File: src/hdl/csc_cfg.svh
// tile geometry, converter mode codes, JP4DIFF delay length and register map
`ifndef CSC_CFG_SVH
`define CSC_CFG_SVH

// macroblock geometry, luma only
`define CSC_TILE_PIX 256
`define CSC_TILE_W 16

// converter_type codes, same numbering as the camera firmware
`define CSC_MODE_MONO16 3'd2
`define CSC_MODE_JP4 3'd3
`define CSC_MODE_JP4DIFF 3'd4

// one row plus one pixel, worst case distance to the cell base
`define CSC_DIFF_DELAY 17

// APB register map
`define CSC_REG_CTRL 4'h0

`endif

File: src/hdl/csc_pkg.sv
// csc_pkg: pixel, sample, address, counter, bayer phase and mode types
`include "csc_cfg.svh"

package csc_pkg;

    typedef logic [7:0] pix_t;            // raw bayer pixel
    typedef logic signed [8:0] ssample_t; // signed output sample
    typedef logic [7:0] yaddr_t;          // tile buffer address
    typedef logic [7:0] cnt_t;            // saturating pixel count
    typedef logic [1:0] bayer_t;          // bayer phase / color index

    // only these three converters exist, other codes disable output
    typedef enum logic [2:0] {
        MODE_MONO16  = `CSC_MODE_MONO16,
        MODE_JP4     = `CSC_MODE_JP4,
        MODE_JP4DIFF = `CSC_MODE_JP4DIFF
    } csc_mode_t;

endpackage

File: src/hdl/csc_apb_regs.sv
// csc_apb_regs: APB slave with the converter control register
`include "csc_cfg.svh"

module csc_apb_regs import csc_pkg::*; (
    input  logic        xclk,
    input  logic        rst_n,
    input  logic        psel,
    input  logic        penable,
    input  logic        pwrite,
    input  logic [3:0]  paddr,
    input  logic [31:0] pwdata,
    output logic [31:0] prdata,
    output logic        pready,
    output logic        pslverr,
    output csc_mode_t   converter_type,
    output logic        scale_diff,
    output logic        hdr,
    output logic        frame_en,
    output bayer_t      bayer_phase
);

    logic [31:0] ctrl_q;   // whole CTRL word, read back as written
    logic        hit_ctrl;
    logic        access;

    assign hit_ctrl = (paddr == `CSC_REG_CTRL);
    assign access   = psel & penable;   // second cycle of a transfer

    // no wait states
    assign pready  = 1'b1;
    assign pslverr = access & ~hit_ctrl;

    // read mux, one register only
    assign prdata = (psel && hit_ctrl) ? ctrl_q : '0;

    always_ff @(posedge xclk or negedge rst_n) begin
        if (!rst_n) begin
            ctrl_q <= '0;
        end else if (access && pwrite && hit_ctrl) begin
            ctrl_q <= pwdata;   // takes effect on the access edge
        end
    end

    // field decode
    // converter_type is sampled per tile by csconvert, illegal codes just disable it
    assign converter_type = csc_mode_t'(ctrl_q[2:0]);
    assign scale_diff     = ctrl_q[4];   // halve differences
    assign hdr            = ctrl_q[5];   // second green absolute
    assign bayer_phase    = ctrl_q[9:8];
    assign frame_en       = ctrl_q[31];

endmodule

File: src/hdl/csc_mono16.sv
// csc_mono16: MONO16 converter, signed luma with linear tile addresses
`include "csc_cfg.svh"

module csc_mono16 import csc_pkg::*; (
    input  logic     xclk,
    input  logic     rst_n,
    input  logic     en,
    input  logic     pre_first_in,
    input  pix_t     din,
    output ssample_t y_out,
    output yaddr_t   yaddr,
    output logic     ywe,
    output logic     pre_first_out
);

    yaddr_t cnt;      // index of the pixel now on din
    logic   active;   // din carries a tile pixel
    logic   pfo_q;

    // pixel counter, restarted by every tile start
    // en is only valid from the first pixel on, so it does not gate the restart
    always_ff @(posedge xclk or negedge rst_n) begin
        if (!rst_n) begin
            cnt    <= '0;
            active <= 1'b0;
        end else if (pre_first_in) begin
            cnt    <= '0;
            active <= 1'b1;
        end else if (active) begin
            cnt    <= cnt + 1'b1;
            active <= (cnt != yaddr_t'(`CSC_TILE_PIX - 1)); // stop after last
        end
    end

    always_ff @(posedge xclk or negedge rst_n) begin
        if (!rst_n) begin
            ywe   <= 1'b0;
            pfo_q <= 1'b0;
        end else begin
            ywe   <= en & active;
            pfo_q <= pre_first_in;
        end
    end

    // payload
    always_ff @(posedge xclk) begin
        y_out <= $signed({1'b0, din}) - 9'sd128;  // 0..255 -> -128..127
        yaddr <= cnt;                             // row*16+col is the index itself
    end

    // enable of the new tile is known one cycle after pre_first_in
    assign pre_first_out = pfo_q & en;

endmodule

File: src/hdl/csc_jp4.sv
// csc_jp4: JP4 bayer regrouping and JP4DIFF base color differences
`include "csc_cfg.svh"

module csc_jp4 import csc_pkg::*; (
    input  logic     xclk,
    input  logic     rst_n,
    input  logic     en,
    input  logic     diff_mode,
    input  logic     scale_diff,
    input  logic     hdr,
    input  logic     pre_first_in,
    input  bayer_t   bayer_phase,
    input  pix_t     din,
    output ssample_t y_out,
    output yaddr_t   yaddr,
    output logic     ywe,
    output logic     pre_first_out
);

    localparam int DL = `CSC_DIFF_DELAY;
    localparam int RB = $clog2(`CSC_TILE_W);   // column bits of the pixel index

    yaddr_t     cnt;
    logic       active;
    logic [3:0] row;
    logic [3:0] col;
    bayer_t     clr;       // color index of din
    yaddr_t     in_addr;   // {color, row/2, col/2}
    logic       in_base;   // din is a cell base in diff mode

    // JP4 path, one register stage
    ssample_t   jp4_y;
    yaddr_t     jp4_addr;
    logic       jp4_we;
    logic       jp4_pfo;

    // JP4DIFF delay line, payload carries its own tile flags
    pix_t       dl_pix  [DL];
    yaddr_t     dl_addr [DL];
    logic       dl_sd   [DL];
    logic       dl_hdr  [DL];
    logic [DL-1:0] dl_vld;
    logic [DL-1:0] dl_pfo;

    pix_t       base_mem [2][8];   // bank per row pair parity, entry per column pair
    pix_t       o_pix;
    yaddr_t     o_addr;
    pix_t       o_base;
    ssample_t   o_abs;
    ssample_t   o_dif;
    ssample_t   diff_y;

    always_ff @(posedge xclk or negedge rst_n) begin
        if (!rst_n) begin
            cnt    <= '0;
            active <= 1'b0;
        end else if (pre_first_in) begin
            cnt    <= '0;
            active <= 1'b1;
        end else if (active) begin
            cnt    <= cnt + 1'b1;
            active <= (cnt != yaddr_t'(`CSC_TILE_PIX - 1));
        end
    end

    assign row     = cnt[7:RB];
    assign col     = cnt[RB-1:0];
    assign clr     = {row[0], col[0]} ^ bayer_phase;
    assign in_addr = {clr, row[3:1], col[3:1]};
    assign in_base = en & diff_mode & active & (clr == 2'd0);

    always_ff @(posedge xclk or negedge rst_n) begin
        if (!rst_n) begin
            jp4_we  <= 1'b0;
            jp4_pfo <= 1'b0;
            dl_vld  <= '0;
            dl_pfo  <= '0;
        end else begin
            jp4_we  <= en & ~diff_mode & active;
            jp4_pfo <= pre_first_in;
            dl_vld  <= {dl_vld[DL-2:0], en & diff_mode & active};
            dl_pfo  <= {dl_pfo[DL-2:0], pre_first_in};
        end
    end

    always_ff @(posedge xclk) begin
        jp4_y    <= $signed({1'b0, din}) - 9'sd128;
        jp4_addr <= in_addr;
        dl_pix[0]  <= din;
        dl_addr[0] <= in_addr;
        dl_sd[0]   <= scale_diff;
        dl_hdr[0]  <= hdr;
        for (int i = 1; i < DL; i++) begin
            dl_pix[i]  <= dl_pix[i-1];
            dl_addr[i] <= dl_addr[i-1];
            dl_sd[i]   <= dl_sd[i-1];
            dl_hdr[i]  <= dl_hdr[i-1];
        end
        if (in_base) begin
            base_mem[row[1]][col[3:1]] <= din;
        end
    end

    assign o_pix  = dl_pix[DL-1];
    assign o_addr = dl_addr[DL-1];

    // phase 3 puts the base 17 pixels after the cell's first pixel,
    // it is on din exactly when that pixel leaves the line
    assign o_base = (in_base && in_addr[5:0] == o_addr[5:0]) ? din
                                                             : base_mem[o_addr[3]][o_addr[2:0]];

    assign o_abs = $signed({1'b0, o_pix}) - 9'sd128;
    assign o_dif = $signed({1'b0, o_pix}) - $signed({1'b0, o_base});   // -255..255

    always_comb begin
        if (o_addr[7:6] == 2'd0 || (dl_hdr[DL-1] && o_addr[7:6] == 2'd3)) begin
            diff_y = o_abs;        // base, or hdr green
        end else if (dl_sd[DL-1]) begin
            diff_y = o_dif >>> 1;  // fits 8-bit range
        end else begin
            diff_y = o_dif;
        end
    end

    // only one of the two paths carries a tile at a time
    assign ywe   = jp4_we | dl_vld[DL-1];
    assign y_out = dl_vld[DL-1] ? diff_y : jp4_y;
    assign yaddr = dl_vld[DL-1] ? o_addr : jp4_addr;

    // en still belongs to the same tile 17 cycles after its start
    assign pre_first_out = en & (diff_mode ? dl_pfo[DL-1] : jp4_pfo);

endmodule

File: src/hdl/csconvert.sv
// csconvert: per-tile mode capture, converter enables, output mux and black/white counters
`include "csc_cfg.svh"

module csconvert import csc_pkg::*; (
    input  logic      xclk,
    input  logic      rst_n,
    input  logic      frame_en,
    input  logic      pre_first_in,
    input  csc_mode_t converter_type,
    input  logic      scale_diff,
    input  logic      hdr,
    input  bayer_t    bayer_phase,
    input  pix_t      mb_din,
    output ssample_t  signed_y,
    output yaddr_t    yaddrw,
    output logic      ywe,
    output logic      pre_first_out,
    output cnt_t      n000,
    output cnt_t      n255
);

    logic     en_mono;
    logic     en_jp4;
    logic     en_diff;
    logic     scale_diff_r;
    logic     hdr_r;
    bayer_t   bayer_phase_r;

    ssample_t mono_y;
    yaddr_t   mono_addr;
    logic     mono_we;
    logic     mono_pfo;
    ssample_t jp4_y;
    yaddr_t   jp4_addr;
    logic     jp4_we;
    logic     jp4_pfo;
    yaddr_t   sel_addr;

    yaddr_t   pix_cnt;    // tile pixel index for the counters
    logic     pix_act;
    logic     last_pix;
    cnt_t     acc000;
    cnt_t     acc255;

    // tile settings, sampled once per tile
    always_ff @(posedge xclk or negedge rst_n) begin
        if (!rst_n) begin
            scale_diff_r  <= 1'b0;
            hdr_r         <= 1'b0;
            bayer_phase_r <= '0;
        end else if (pre_first_in) begin
            scale_diff_r  <= scale_diff;
            hdr_r         <= hdr;
            bayer_phase_r <= bayer_phase;
        end
    end

    // one-hot enables, cleared at once when the frame is stopped
    always_ff @(posedge xclk or negedge rst_n) begin
        if (!rst_n) begin
            en_mono <= 1'b0;
            en_jp4  <= 1'b0;
            en_diff <= 1'b0;
        end else if (!frame_en) begin
            en_mono <= 1'b0;
            en_jp4  <= 1'b0;
            en_diff <= 1'b0;
        end else if (pre_first_in) begin
            en_mono <= (converter_type == MODE_MONO16);
            en_jp4  <= (converter_type == MODE_JP4);
            en_diff <= (converter_type == MODE_JP4DIFF);
        end
    end

    csc_mono16 i_mono16 (
        .xclk          (xclk),
        .rst_n         (rst_n),
        .en            (en_mono),
        .pre_first_in  (pre_first_in),
        .din           (mb_din),
        .y_out         (mono_y),
        .yaddr         (mono_addr),
        .ywe           (mono_we),
        .pre_first_out (mono_pfo)
    );

    // one instance for JP4 and JP4DIFF
    csc_jp4 i_jp4 (
        .xclk          (xclk),
        .rst_n         (rst_n),
        .en            (en_jp4 | en_diff),
        .diff_mode     (en_diff),
        .scale_diff    (scale_diff_r),
        .hdr           (hdr_r),
        .pre_first_in  (pre_first_in),
        .bayer_phase   (bayer_phase_r),
        .din           (mb_din),
        .y_out         (jp4_y),
        .yaddr         (jp4_addr),
        .ywe           (jp4_we),
        .pre_first_out (jp4_pfo)
    );

    // pick by write enable so a JP4DIFF tail survives a mode change
    assign sel_addr = mono_we ? mono_addr : jp4_addr;

    always_ff @(posedge xclk or negedge rst_n) begin
        if (!rst_n) begin
            ywe           <= 1'b0;
            pre_first_out <= 1'b0;
        end else begin
            ywe           <= mono_we | jp4_we;
            pre_first_out <= mono_pfo | jp4_pfo;
        end
    end

    always_ff @(posedge xclk) begin
        signed_y <= mono_we ? mono_y : jp4_y;
        yaddrw   <= {sel_addr[7], sel_addr[3], sel_addr[6:4], sel_addr[2:0]}; // buffer layout
    end

    // black / white statistics over the input tile
    always_ff @(posedge xclk or negedge rst_n) begin
        if (!rst_n) begin
            pix_cnt  <= '0;
            pix_act  <= 1'b0;
            last_pix <= 1'b0;
        end else begin
            last_pix <= pix_act && (pix_cnt == yaddr_t'(`CSC_TILE_PIX - 1));
            if (pre_first_in) begin
                pix_cnt <= '0;
                pix_act <= 1'b1;
            end else if (pix_act) begin
                pix_cnt <= pix_cnt + 1'b1;
                pix_act <= (pix_cnt != yaddr_t'(`CSC_TILE_PIX - 1));
            end
        end
    end

    always_ff @(posedge xclk or negedge rst_n) begin
        if (!rst_n) begin
            acc000 <= '0;
            acc255 <= '0;
            n000   <= '0;
            n255   <= '0;
        end else begin
            if (pix_act && pix_cnt == '0) begin   // first pixel restarts
                acc000 <= cnt_t'(mb_din == 8'h00);
                acc255 <= cnt_t'(mb_din == 8'hff);
            end else if (pix_act) begin
                if (mb_din == 8'h00 && acc000 != 8'hff) begin
                    acc000 <= acc000 + 1'b1;      // saturates at 255
                end
                if (mb_din == 8'hff && acc255 != 8'hff) begin
                    acc255 <= acc255 + 1'b1;
                end
            end
            if (last_pix) begin   // publish, held till next tile
                n000 <= acc000;
                n255 <= acc255;
            end
        end
    end

endmodule

File: src/hdl/csc_top.sv
// csc_top: APB control registers and color converter
module csc_top import csc_pkg::*; (
    input  logic        xclk,
    input  logic        rst_n,
    input  logic        psel,
    input  logic        penable,
    input  logic        pwrite,
    input  logic [3:0]  paddr,
    input  logic [31:0] pwdata,
    output logic [31:0] prdata,
    output logic        pready,
    output logic        pslverr,
    input  logic        pre_first_in,
    input  pix_t        mb_din,
    output ssample_t    signed_y,
    output yaddr_t      yaddrw,
    output logic        ywe,
    output logic        pre_first_out,
    output cnt_t        n000,
    output cnt_t        n255
);

    csc_mode_t converter_type;
    logic      scale_diff;
    logic      hdr;
    logic      frame_en;
    bayer_t    bayer_phase;

    csc_apb_regs i_regs (
        .xclk           (xclk),
        .rst_n          (rst_n),
        .psel           (psel),
        .penable        (penable),
        .pwrite         (pwrite),
        .paddr          (paddr),
        .pwdata         (pwdata),
        .prdata         (prdata),
        .pready         (pready),
        .pslverr        (pslverr),
        .converter_type (converter_type),
        .scale_diff     (scale_diff),
        .hdr            (hdr),
        .frame_en       (frame_en),
        .bayer_phase    (bayer_phase)
    );

    csconvert i_csconvert (
        .xclk           (xclk),
        .rst_n          (rst_n),
        .frame_en       (frame_en),
        .pre_first_in   (pre_first_in),
        .converter_type (converter_type),
        .scale_diff     (scale_diff),
        .hdr            (hdr),
        .bayer_phase    (bayer_phase),
        .mb_din         (mb_din),
        .signed_y       (signed_y),
        .yaddrw         (yaddrw),
        .ywe            (ywe),
        .pre_first_out  (pre_first_out),
        .n000           (n000),
        .n255           (n255)
    );

endmodule

File: config.mk
export PLATFORM = sky130hd
export DESIGN_NAME = csc_top
export DESIGN_NICKNAME = d
export VERILOG_FILES = /design/src/hdl/csc_pkg.sv /design/src/hdl/csc_apb_regs.sv /design/src/hdl/csc_mono16.sv /design/src/hdl/csc_jp4.sv /design/src/hdl/csconvert.sv /design/src/hdl/csc_top.sv
export VERILOG_INCLUDE_DIRS = /design/src /design/src/hdl
export SDC_FILE = /design/constraint.sdc
export NUM_CORES = 1
export LEC_CHECK = 0
export ABC_AREA = 1
export BUFFER_PORTS_ARGS = -buffer_cell sky130_fd_sc_hd__buf_2
export CAP_MARGIN = 40
export CORE_UTILIZATION = 55
export DETAILED_ROUTE_END_ITERATION = 10
export HOLD_SLACK_MARGIN = 0.05
export PLACE_DENSITY = 0.73
export SYNTH_ARGS = -nofsm -noshare
export SYNTH_HDL_FRONTEND = slang
export SYNTH_SLANG_ARGS = --single-unit
File: constraint.sdc
create_clock -name xclk -period 6.25 [get_ports xclk]
set_input_delay 0.625 -clock xclk [delete_from_list [all_inputs] [get_ports xclk]]
set_output_delay 0.625 -clock xclk [all_outputs]
set_load 0.01 [all_outputs]
# --- Word level (Yosys, flattened, before mapping) ---
# Memories as Yosys holds them, arrays and structs flattened.
# Cells that the tools add are included.
totals:
  ff_bits: 180
  ram_bits: 434
  out_inout_bits: 69
  elab_cells: 142
  memories: 5
memory_table:
  columns: ["memory", "depth", "word_bits", "read_ports", "rd_clocked_by_memory_dff", "write_ports", "line_no", "text"]
  rows:
  - ["i_csconvert.i_jp4.dl_addr", 17, 8, 17, 0, 17, "csc_jp4.sv:39", "yaddr_t dl_addr [DL];"]
  - ["i_csconvert.i_jp4.dl_pix", 17, 8, 17, 0, 17, "csc_jp4.sv:38", "pix_t dl_pix [DL];"]
  - ["i_csconvert.i_jp4.base_mem", 2, 64, 1, 0, 1, "csc_jp4.sv:45", "pix_t base_mem [2][8];"]
  - ["i_csconvert.i_jp4.dl_hdr", 17, 1, 17, 0, 17, "csc_jp4.sv:41", "logic dl_hdr [DL];"]
  - ["i_csconvert.i_jp4.dl_sd", 17, 1, 17, 0, 17, "csc_jp4.sv:40", "logic dl_sd [DL];"]
op_classes:
  add_sub_neg: 8
  n_lt_le_gt_ge: 3
  eq_ne: 13
  n_mux: 40
  bitwise: 19
  n_reduce_logical: 24
op_table:
  columns: ["operator", "count"]
  rows:
  - ["two-way mux 8 bit", 19]
  - ["two-way mux 64 bit", 1]
  - ["adder 8 x 1 -> 8 bit (second input constant)", 5]
  - ["inequality test 8 bit (second input constant)", 5]
  - ["two-way mux 32 bit", 1]
  - ["two-way mux 9 bit", 3]
  - ["binary-select mux 8 bit (select 3 bit)", 1]
  - ["demux 8 bit (select 3 bit)", 1]
  - ["subtractor 8 x 8 -> 9 bit (second input constant)", 2]
  - ["== test 8 bit (second input constant)", 2]
  - ["logical NOT 8 bit", 2]
  - ["two-way mux 1 bit", 14]
  - ["nonzero test 2 bit", 6]
  - ["bitwise AND 1 bit", 10]
  - ["logical AND 1 bit", 10]
  - ["subtractor 8 x 8 -> 9 bit", 1]
  - [">= comparator 4 bit (second input constant)", 2]
  - ["inverter 3 -> 4 bit", 2]
  - ["== test 3 x 2 -> 1 bit (second input constant)", 2]
  - ["== test 6 bit", 1]
  - ["logical NOT 2 bit", 2]
  - ["logical NOT 4 bit", 1]
  - ["< comparator 4 x 1 -> 1 bit (second input constant)", 1]
  - ["bitwise OR 1 bit", 4]
  - ["other kinds (7)", 9]

# --- Depth between registers and ports, before layout ---
# Gate-level depths: netlist (run 1).
depth:
  ltp_word: 11
  ltp_mapped: 20
  ltp_nobuf: 19

# --- Hierarchy ---
# From an unflattened synthesis (run 1), not the netlist that was laid out.
unflattened:
  cells_unflattened: 1693
  hier_area_um2: 19636.3
modules_own_cells:
  columns: ["mod", "n_inst", "cells_each", "area_per_inst_um2", "seq_area_each_um2"]
  rows:
  - ["csc_jp4", 1, 986, 13649.3, 11090.6]
  - ["csconvert", 1, 397, 3170.5, 1616.6]
  - ["csc_apb_regs", 1, 226, 1941.9, 800.8]
  - ["csc_mono16", 1, 84, 874.6, 595.6]

# --- Least setup slack after synthesis (run 1) ---
# OpenSTA, ideal clock, no wires.
synth_timing:
  kind: "register -> register"
  start: "register i_csconvert.i_jp4.cnt[1]"
  end: "register i_csconvert.signed_y[4]"
  setup_time_ns: 0.117
  arrival_ns: 2.413
  required_ns: 6.133
  slack_ns: 3.720
  stages_incl_launch_ff: 19
  path_buffers: 0
  period_less_slack_ns: 2.530
  cell_sequence: "dfrtp_1 > inv_1 > nor2_1 > or2_1 > nor2_1 > nand2_1 > nor2_2 > nand2_2 > a21oi_1 > ha_1 > inv_1 > fa_1 > nand2_1 > nand2_1 > xor2_1 > nand2_1 > nand2_1 > o21bai_1 > nand2_1"
synth_via:
  elab_chain_cells: 8
synth_rtl:
  columns: ["item", "line_no", "text"]
  rows:
  - ["start: declaration", "csc_jp4.sv:23", "yaddr_t cnt;"]
  - ["start signal: assignment", "csc_jp4.sv:61", "cnt <= cnt + 1'b1;"]
  - ["== test 6 bit", "csc_jp4.sv:109", "assign o_base = (in_base && in_addr[5:0] == o_addr[5:0]) ? din"]
  - ["logical AND 1 bit", "csc_jp4.sv:109", null]
  - ["two-way mux 8 bit", "csc_jp4.sv:109", null]
  - ["subtractor 8 x 8 -> 9 bit", "csc_jp4.sv:113", "assign o_dif = $signed({1'b0, o_pix}) - $signed({1'b0, o_base});"]
  - ["two-way mux 8 bit", "csc_jp4.sv:118", "end else if (dl_sd[DL-1]) begin"]
  - ["two-way mux 9 bit", "csc_jp4.sv:116", "if (o_addr[7:6] == 2'd0 || (dl_hdr[DL-1] && o_addr[7:6] == 2'd3)) begin"]
  - ["two-way mux 9 bit", "csc_jp4.sv:127", "assign y_out = dl_vld[DL-1] ? diff_y : jp4_y;"]
  - ["two-way mux 9 bit", "csconvert.sv:118", "signed_y <= mono_we ? mono_y : jp4_y;"]
  - ["end signal: assignment", "csconvert.sv:118", null]
  - ["end: declaration", "csconvert.sv:14", "output ssample_t signed_y,"]
# Every way passes these cells.
# A chain may end at the register's enable or synchronous reset.

==> results.json, run 1 <==
{
  "start_util": 0.563,
  "die_h_um": 185,
  "setup_violations": 0,
  "cap_violations": 0,
  "drive_gt1_frac": 0.142,
  "dp_hpwl_um": 21300,
  "synth_edf_count": 128,
  "avgSynthCellArea_sq_um": 11.9,
  "die_area_sq_um": 34300,
  "timing.rr.start": "i_csconvert.i_jp4.dl_addr[0][128]",
  "row_count": 66,
  "post_cts_buffers": 0,
  "slew_headroom": 0.427,
  "vias": 10887,
  "syn-cell-area_sq_um": 18400,
  "slew_viol_final": 0,
  "dr.pass1.iters": 5,
  "yosysTopAreaCell": "dfxtp_1",
  "cts_tree": "yes",
  "irDropWorstVdd_uv": 266,
  "cellPowerDensity_nw_per_um2": 373,
  "fin_crit_sh": 0.557,
  "synth_nets": 1609,
  "place.gp.congestion": 0.915,
  "r2r_cells": 20,
  "wl_met2_um": 15800,
  "die_x_um": 185,
  "startpoint": "i_csconvert.i_jp4.dl_addr[0][128]",
  "cts-buffers-inserted": 54,
  "cts_sinks": 597,
  "pin_count": 119,
  "worstSetupStartpointType": "register",
  "netlist_instances": 1544,
  "setup.worst_path.class": "register to register",
  "track_usage": 0.206,
  "highest_layer": "met4",
  "finalClockSkew_ns": 0.0153,
  "ys_warn_count": 0,
  "fin_tns_setup_ns": 0,
  "grt_max_degree": 77,
  "drt_iter0_markers": 794,
  "path_clk_slew_ns": 0.06,
  "port_buffers": 117,
  "async_flop_share": 0.229,
  "synth_seq_cells": 597,
  "period_needed_ns": 3.48,
  "clk-insertion-delay-late_ns": 0.60,
  "core_area_sq_um": 32800,
  "status": "completed",
  "areaGrowthSynthToFinish_pct": 15.3,
  "rsz0062_at_grt": "no",
  "met1Wirelength_um": 14800,
  "final_common_cell": "dfxtp_1",
  "drt.antenna.violating_nets": 0,
  "cts_hold_buf": 0,
  "cp.required_ns": 6.74,
  "antennaDiodeCount": 0,
  "fmaxAchievable_ghz": 0.287,
  "hold_violations": 0,
  "viasPerCell": 5.04,
  "worst-endpoint-arrival_ns": 3.97,
  "min_path_type": "primary input to asynchronous set/reset pin",
  "route.met3.wl_um": 2100,
  "cp_max_fo": 55,
  "layout_common_cells": "331 x dfxtp_1, 212 x nand2_1, 203 x nor2_1",
  "cts-root-buf": "clkbuf_16",
  "synth_ff_type": "dfxtp_1",
  "holdWs_ns": 0.0418,
  "r2r-end": "i_csconvert.signed_y[4]",
  "r2r_slack_ns": 2.77,
  "synth_area_leaders": "dfxtp_1 36%, edfxtp_1 21%, dfrtp_1 19%, nand2_1 4.3%, nor2_1 4.1%",
  "fin_nets": 1739,
  "end_kind": "register",
  "endpoint": "i_csconvert.signed_y[4]",
  "grt_pass1_wl_um": 54700,
  "post_cts_resized": 0,
  "yosysUniqueCellTypes": 48,
  "worst_pin_slew_ns": 0.856,
  "synth.top_cell.area_share": 0.360,
  "seq_area_frac_synth": 0.755,
  "drc": 0,
  "htree_levels": 2,
  "p_leak_uw": 0.00917,
  "antenna_found_initial": 0,
  "routed_wl_um": 33700,
  "overflow": 0,
  "cts_buffer_depth": 3,
  "grt_pass1_vias": 10676,
  "wl_per_cell_um": 15.6
}
-- through the flow --
stage | util | instances | setup WS, ns | instance area [sq um] | power, uW
finish | 0.649 | 2159 | 2.77 | 21300 | 7920
floorplan | - | 1544 | 3.72 | 18400 | 4550
global placement | 0.590 | 2056 | 2.92 | 19400 | 4700
CTS | 0.649 | 2159 | 2.79 | 21300 | 8010
detailed placement | 0.593 | 2060 | 2.86 | 19400 | 4720
global route | 0.649 | 2159 | 2.53 | 21300 | 8240
-- cell type report --
cell class / count / area (sq um)
Clock buffer: 82 / 1610
Clock inverter: 17 / 219
Fill cell: 2397 / 11500
Inverter: 112 / 427
Multi-Input combinational cell: 784 / 3840
Sequential cell: 597 / 13900
Tap cell: 442 / 553
Timing Repair Buffer: 125 / 704
-- worst min path at each step --
stage | endpoint | depth (start not counted)
global route | i_csconvert.n255[5] | 1
CTS | i_csconvert.acc255[0] | 1
global placement | i_csconvert.i_jp4.dl_addr[0][32] | 0
detailed placement | i_csconvert.i_jp4.dl_addr[0][132] | 0
floorplan | i_csconvert.i_jp4.dl_addr[0][100] | 0
finish | i_csconvert.n255[5] | 1
-- per-layer routing --
layer / GRT usage / up-vias
li1: - / 5337
met1: 0.272 / 5139
met2: 0.336 / 349
met3: 0.0364 / 62
met4: 0.0876 / 0
met5: 0 / -
-- Yosys cell counts, types with 2 or more instances --
library cell	instances
a21oi_1	41
a31oi_1	2
buf_2	21
buf_4	3
buf_6	5
clkbuf_1	22
clkinv_1	3
dfrtp_1	137
dfxtp_1	332
edfxtp_1	128
ha_1	14
inv_1	104
inv_2	3
mux2_2	4
nand2_1	212
nand2_2	2
nand3_1	74
nand4_1	11
nor2_1	203
nor2_2	6
nor3_1	12
nor3_2	4
o211ai_1	35
o21ai_0	117
o21ai_1	6
o21ai_2	7
o31ai_1	2
xnor2_1	3
xor2_1	12
-- cells by family (layout without fill, tap and decap cells) --
kind of cell    Yosys count  count (layout)  synth area share
mux                       4               4           0.00244
simple gates            531             531             0.120
buf+inv                 163             336            0.0376
flops                   597             597             0.755
xor+xnor                 16              16           0.00801
compound gates          217             217            0.0666
other cells               1               1          0.000203
fa+ha+maj                15              15            0.0106
-- sequential cells by signal, summed over array words and instances (netlist names), 8 cells and up --
register / cells
i_csconvert.yaddrw: 8
i_csconvert.acc255: 8
i_csconvert.i_jp4.dl_sd: 17
i_csconvert.i_jp4.dl_vld: 17
i_csconvert.i_jp4.dl_pfo: 17
i_csconvert.i_jp4.base_mem: 128
i_csconvert.i_mono16.cnt: 8
i_csconvert.acc000: 8
i_csconvert.i_jp4.cnt: 8
i_csconvert.signed_y: 9
i_csconvert.n000: 8
i_csconvert.i_jp4.dl_addr: 129
i_csconvert.i_jp4.dl_pix: 129
i_csconvert.n255: 8
i_csconvert.i_mono16.y_out: 8
i_regs.ctrl_q: 32
i_csconvert.i_jp4.dl_hdr: 17
i_csconvert.i_mono16.yaddr: 8
i_csconvert.pix_cnt: 8
-- power by group --
part           internal, uW  switching (uW)
Sequential             4160            74.7
Combinational           132             267
Clock                  1920            1370
Total                  6210            1710
-- critical path: stages (launching register included) --
cell      delay (ns)
dfxtp_1         0.32
buf_4           0.50
clkinv_4        0.31
nor2_1          0.14
or2_1           0.17
nor2_1          0.06
nand2_1         0.09
nor2_2          0.04
nand2_2         0.17
nor2_1          0.06
a21oi_1         0.14
ha_1            0.16
inv_1           0.07
fa_1            0.43
nand2_1         0.09
nand2_1         0.11
xor2_1          0.16
nand2_1         0.06
nand2_1         0.06
o21bai_1        0.12
nand2_1         0.06
(Power assumes the default switching activity.)
==> inputs of run 2 (changes only) <==
==> constraint.sdc (replaced) <==
create_clock -name xclk -period 3.3 [get_ports xclk]
set_input_delay 0.33 -clock xclk [delete_from_list [all_inputs] [get_ports xclk]]
set_output_delay 0.33 -clock xclk [all_outputs]
set_load 0.01 [all_outputs]
==> run 2 against run 1 <==
  * Wire length rose by 1.9%
  * Worst setup slack got worse by 2.4 ns
  * Worst hold slack improved by 0.048 ns
  * Utilization rose by 1.9 points
  * Final area rose by 2.9%
  * Clock skew rose by 0.013 ns
  * Global-route usage rose by 0.15 points
  * Final cell count rose by 2.6%
  * Via count rose by 2.7%
  * Sequential power rose by 89%
  * Sequential share of layout area fell by 1.8 points
  * First-iteration DRC count fell by 8.2%
  * Critical path type unchanged
==> results.json, run 2 (synthesized netlist as in run 1, its figures left out) <==
{
  "cts_tree": "yes",
  "fin_area_sq_um": 21900,
  "start_util": 0.563,
  "worst_pin_slew_ns": 0.930,
  "rsz0062_at_grt": "no",
  "post-route-worst-setup-slack_ns": 0.368,
  "worst-endpoint-arrival_ns": 3.40,
  "clk-insertion-delay-late_ns": 0.60,
  "end_kind": "register",
  "p_comb_frac": 0.052,
  "fmaxAchievable_ghz": 0.341,
  "die_area_sq_um": 34300,
  "crit_top_cell": "nand2_1",
  "seq_power_share": 0.523,
  "path_cells": "nor2_1, nor3_2, nand2_1, nor2_2, nand2_2, a21oi_1, ha_1, inv_1, fa_1, nand2_1, nand2_1, xor2_1, nand2_1, nand2_1, o21bai_1, nand2_1",
  "die_x_um": 185,
  "cellPowerDensity_nw_per_um2": 700,
  "routed_wl_um": 34300,
  "slew_viol_final": 0,
  "worstSetupStartpointType": "register",
  "setup_violations": 0,
  "row_count": 66,
  "cap_violations": 0,
  "cts_hold_buf": 35,
  "cp.required_ns": 3.77,
  "wl_per_cell_um": 15.5,
  "core_area_sq_um": 32800,
  "finalClockSkew_ns": 0.0280,
  "fin_crit_sh": 0.888,
  "fin_nets": 1795,
  "die_h_um": 185,
  "place_area_sq_um": 19600,
  "final-instance-count-excl-fill": 2216,
  "status": "completed",
  "critPathSlowestCell": "dfxtp_1",
  "viasPerCell": 5.04,
  "drt.antenna.violating_nets": 0,
  "hold_violations": 0,
  "irDropWorstVdd_uv": 436,
  "place.gp.congestion": 0.857,
  "switching_share": 0.216,
  "dp_cells": 2080,
  "layout_common_cells": "331 x dfxtp_1, 212 x nand2_1, 203 x nor2_1",
  "final_common_cell": "dfxtp_1",
  "fin_tns_setup_ns": 0,
  "pin_count": 119,
  "crit_buf_inv": 1,
  "p_leak_uw": 0.00946,
  "antennaDiodeCount": 0,
  "grt_pass1_vias": 11023,
  "grt_max_degree": 83,
  "cp_max_fo": 10,
  "p_int_uw": 12000,
  "clockPowerShare": 0.425,
  "dp_worst_setup_slack_ns": 0.394,
  "worst_path_largest_cell_delay_ns": 0.60,
  "cts-buffers-inserted": 55,
  "vias": 11179,
  "overflow": 0,
  "dr.pass1.iters": 5,
  "cts_buffer_depth": 3,
  "post_cts_buffers": 0,
  "fin_total_pwr_uw": 15300,
  "drc": 0,
  "crit_family": "simple AND/OR/NAND/NOR gates",
  "path_clk_slew_ns": 0.06,
  "htree_levels": 2,
  "grt_pass1_wl_um": 55600,
  "cts_sinks": 597,
  "setup.worst_path.class": "register to register",
  "track_usage": 0.208,
  "power_switching_uw": 3310,
  "drt_iter0_markers": 729,
  "port_buffers": 117,
  "period_needed_ns": 2.93,
  "nFillCells": 2292,
  "drive_gt1_frac": 0.151,
  "min_path_type": "primary input to register",
  "cts-root-buf": "clkbuf_16",
  "dp_hpwl_um": 20900,
  "slew_headroom": 0.377,
  "antenna_found_initial": 1,
  "post_cts_resized": 0,
  "areaGrowthSynthToFinish_pct": 18.7
}
==> run 2: changes by cell type in the layout (fill, tap and decap cells not counted), moves of 3 or more <==
cell / previous run / this run
clkinv_2: 6 / 10
dlygate4sd3_1: 0 / 35
clkbuf_8: 11 / 8
buf_4: 4 / 22
bufinv_16: 3 / 6
==> run 2: power by group through the flow <==
| stage | logic, uW | registers [uW] | clock network, uW |
|---|---|---|---|
| global route | 909 | 8060 | 6950 |
| CTS | 798 | 8030 | 6650 |
| floorplan | 493 | 8130 | 0 |
| finish | 799 | 8020 | 6510 |
| global placement | 735 | 8160 | 0 |
| detailed placement | 758 | 8180 | 0 |
==> run 2: worst paths after layout <==
check	startpoint	to	slack, ns	cells past startpoint
hold / removal	mb_din[6]	i_csconvert.i_mono16.y_out[6]	0.09	1
min in group asynchronous	rst_n	i_csconvert.n000[0]	0.36	2
hold reg to reg	i_csconvert.i_jp4.dl_pix[0][31]	i_csconvert.i_jp4.dl_pix[0][39]	0.32	0
setup / recovery	i_csconvert.i_jp4.dl_addr[0][130]	i_csconvert.signed_y[4]	0.37	16
max in group asynchronous	rst_n	i_regs.ctrl_q[28]	2.19	3
setup reg to reg	i_csconvert.i_jp4.dl_addr[0][130]	i_csconvert.signed_y[4]	0.37	16
==> run 2: cell type report <==
| class | instances | area [sq um] | area share |
|---|---|---|---|
| clock inverters | 25 | 347 | 0.0158 |
| repair buffers | 180 | 1230 | 0.0562 |
| inverters | 112 | 427 | 0.0195 |
| well taps | 442 | 553 | 0.0253 |
| multi-input cells | 784 | 3840 | 0.175 |
| clock buffers | 76 | 1580 | 0.0721 |
| flip-flops and latches | 597 | 13900 | 0.636 |
==> run 2: per-stage QoR <==
| stage | hold slack [ns] | utilization |
|---|---|---|
| 6_report | 0.0896 | 0.668 |
| 3_5_place_dp | 0.312 | 0.598 |
| 2_1_floorplan | 0.0344 | - |
| 5_1_grt | 0.0778 | 0.668 |
| 4_1_cts | 0.0587 | 0.668 |
| 3_3_place_gp | 0.310 | 0.596 |
==> run 2: routing by layer <==
| metal | track usage | vias to the layer above | wire (um) |
|---|---|---|---|
| met5 | 0 | - | 10 |
| met4 | 0.0767 | 2 | 1030 |
| met3 | 0.0366 | 72 | 1770 |
| met2 | 0.342 | 315 | 16400 |
| met1 | 0.276 | 5333 | 15100 |
| li1 | - | 5457 | - |
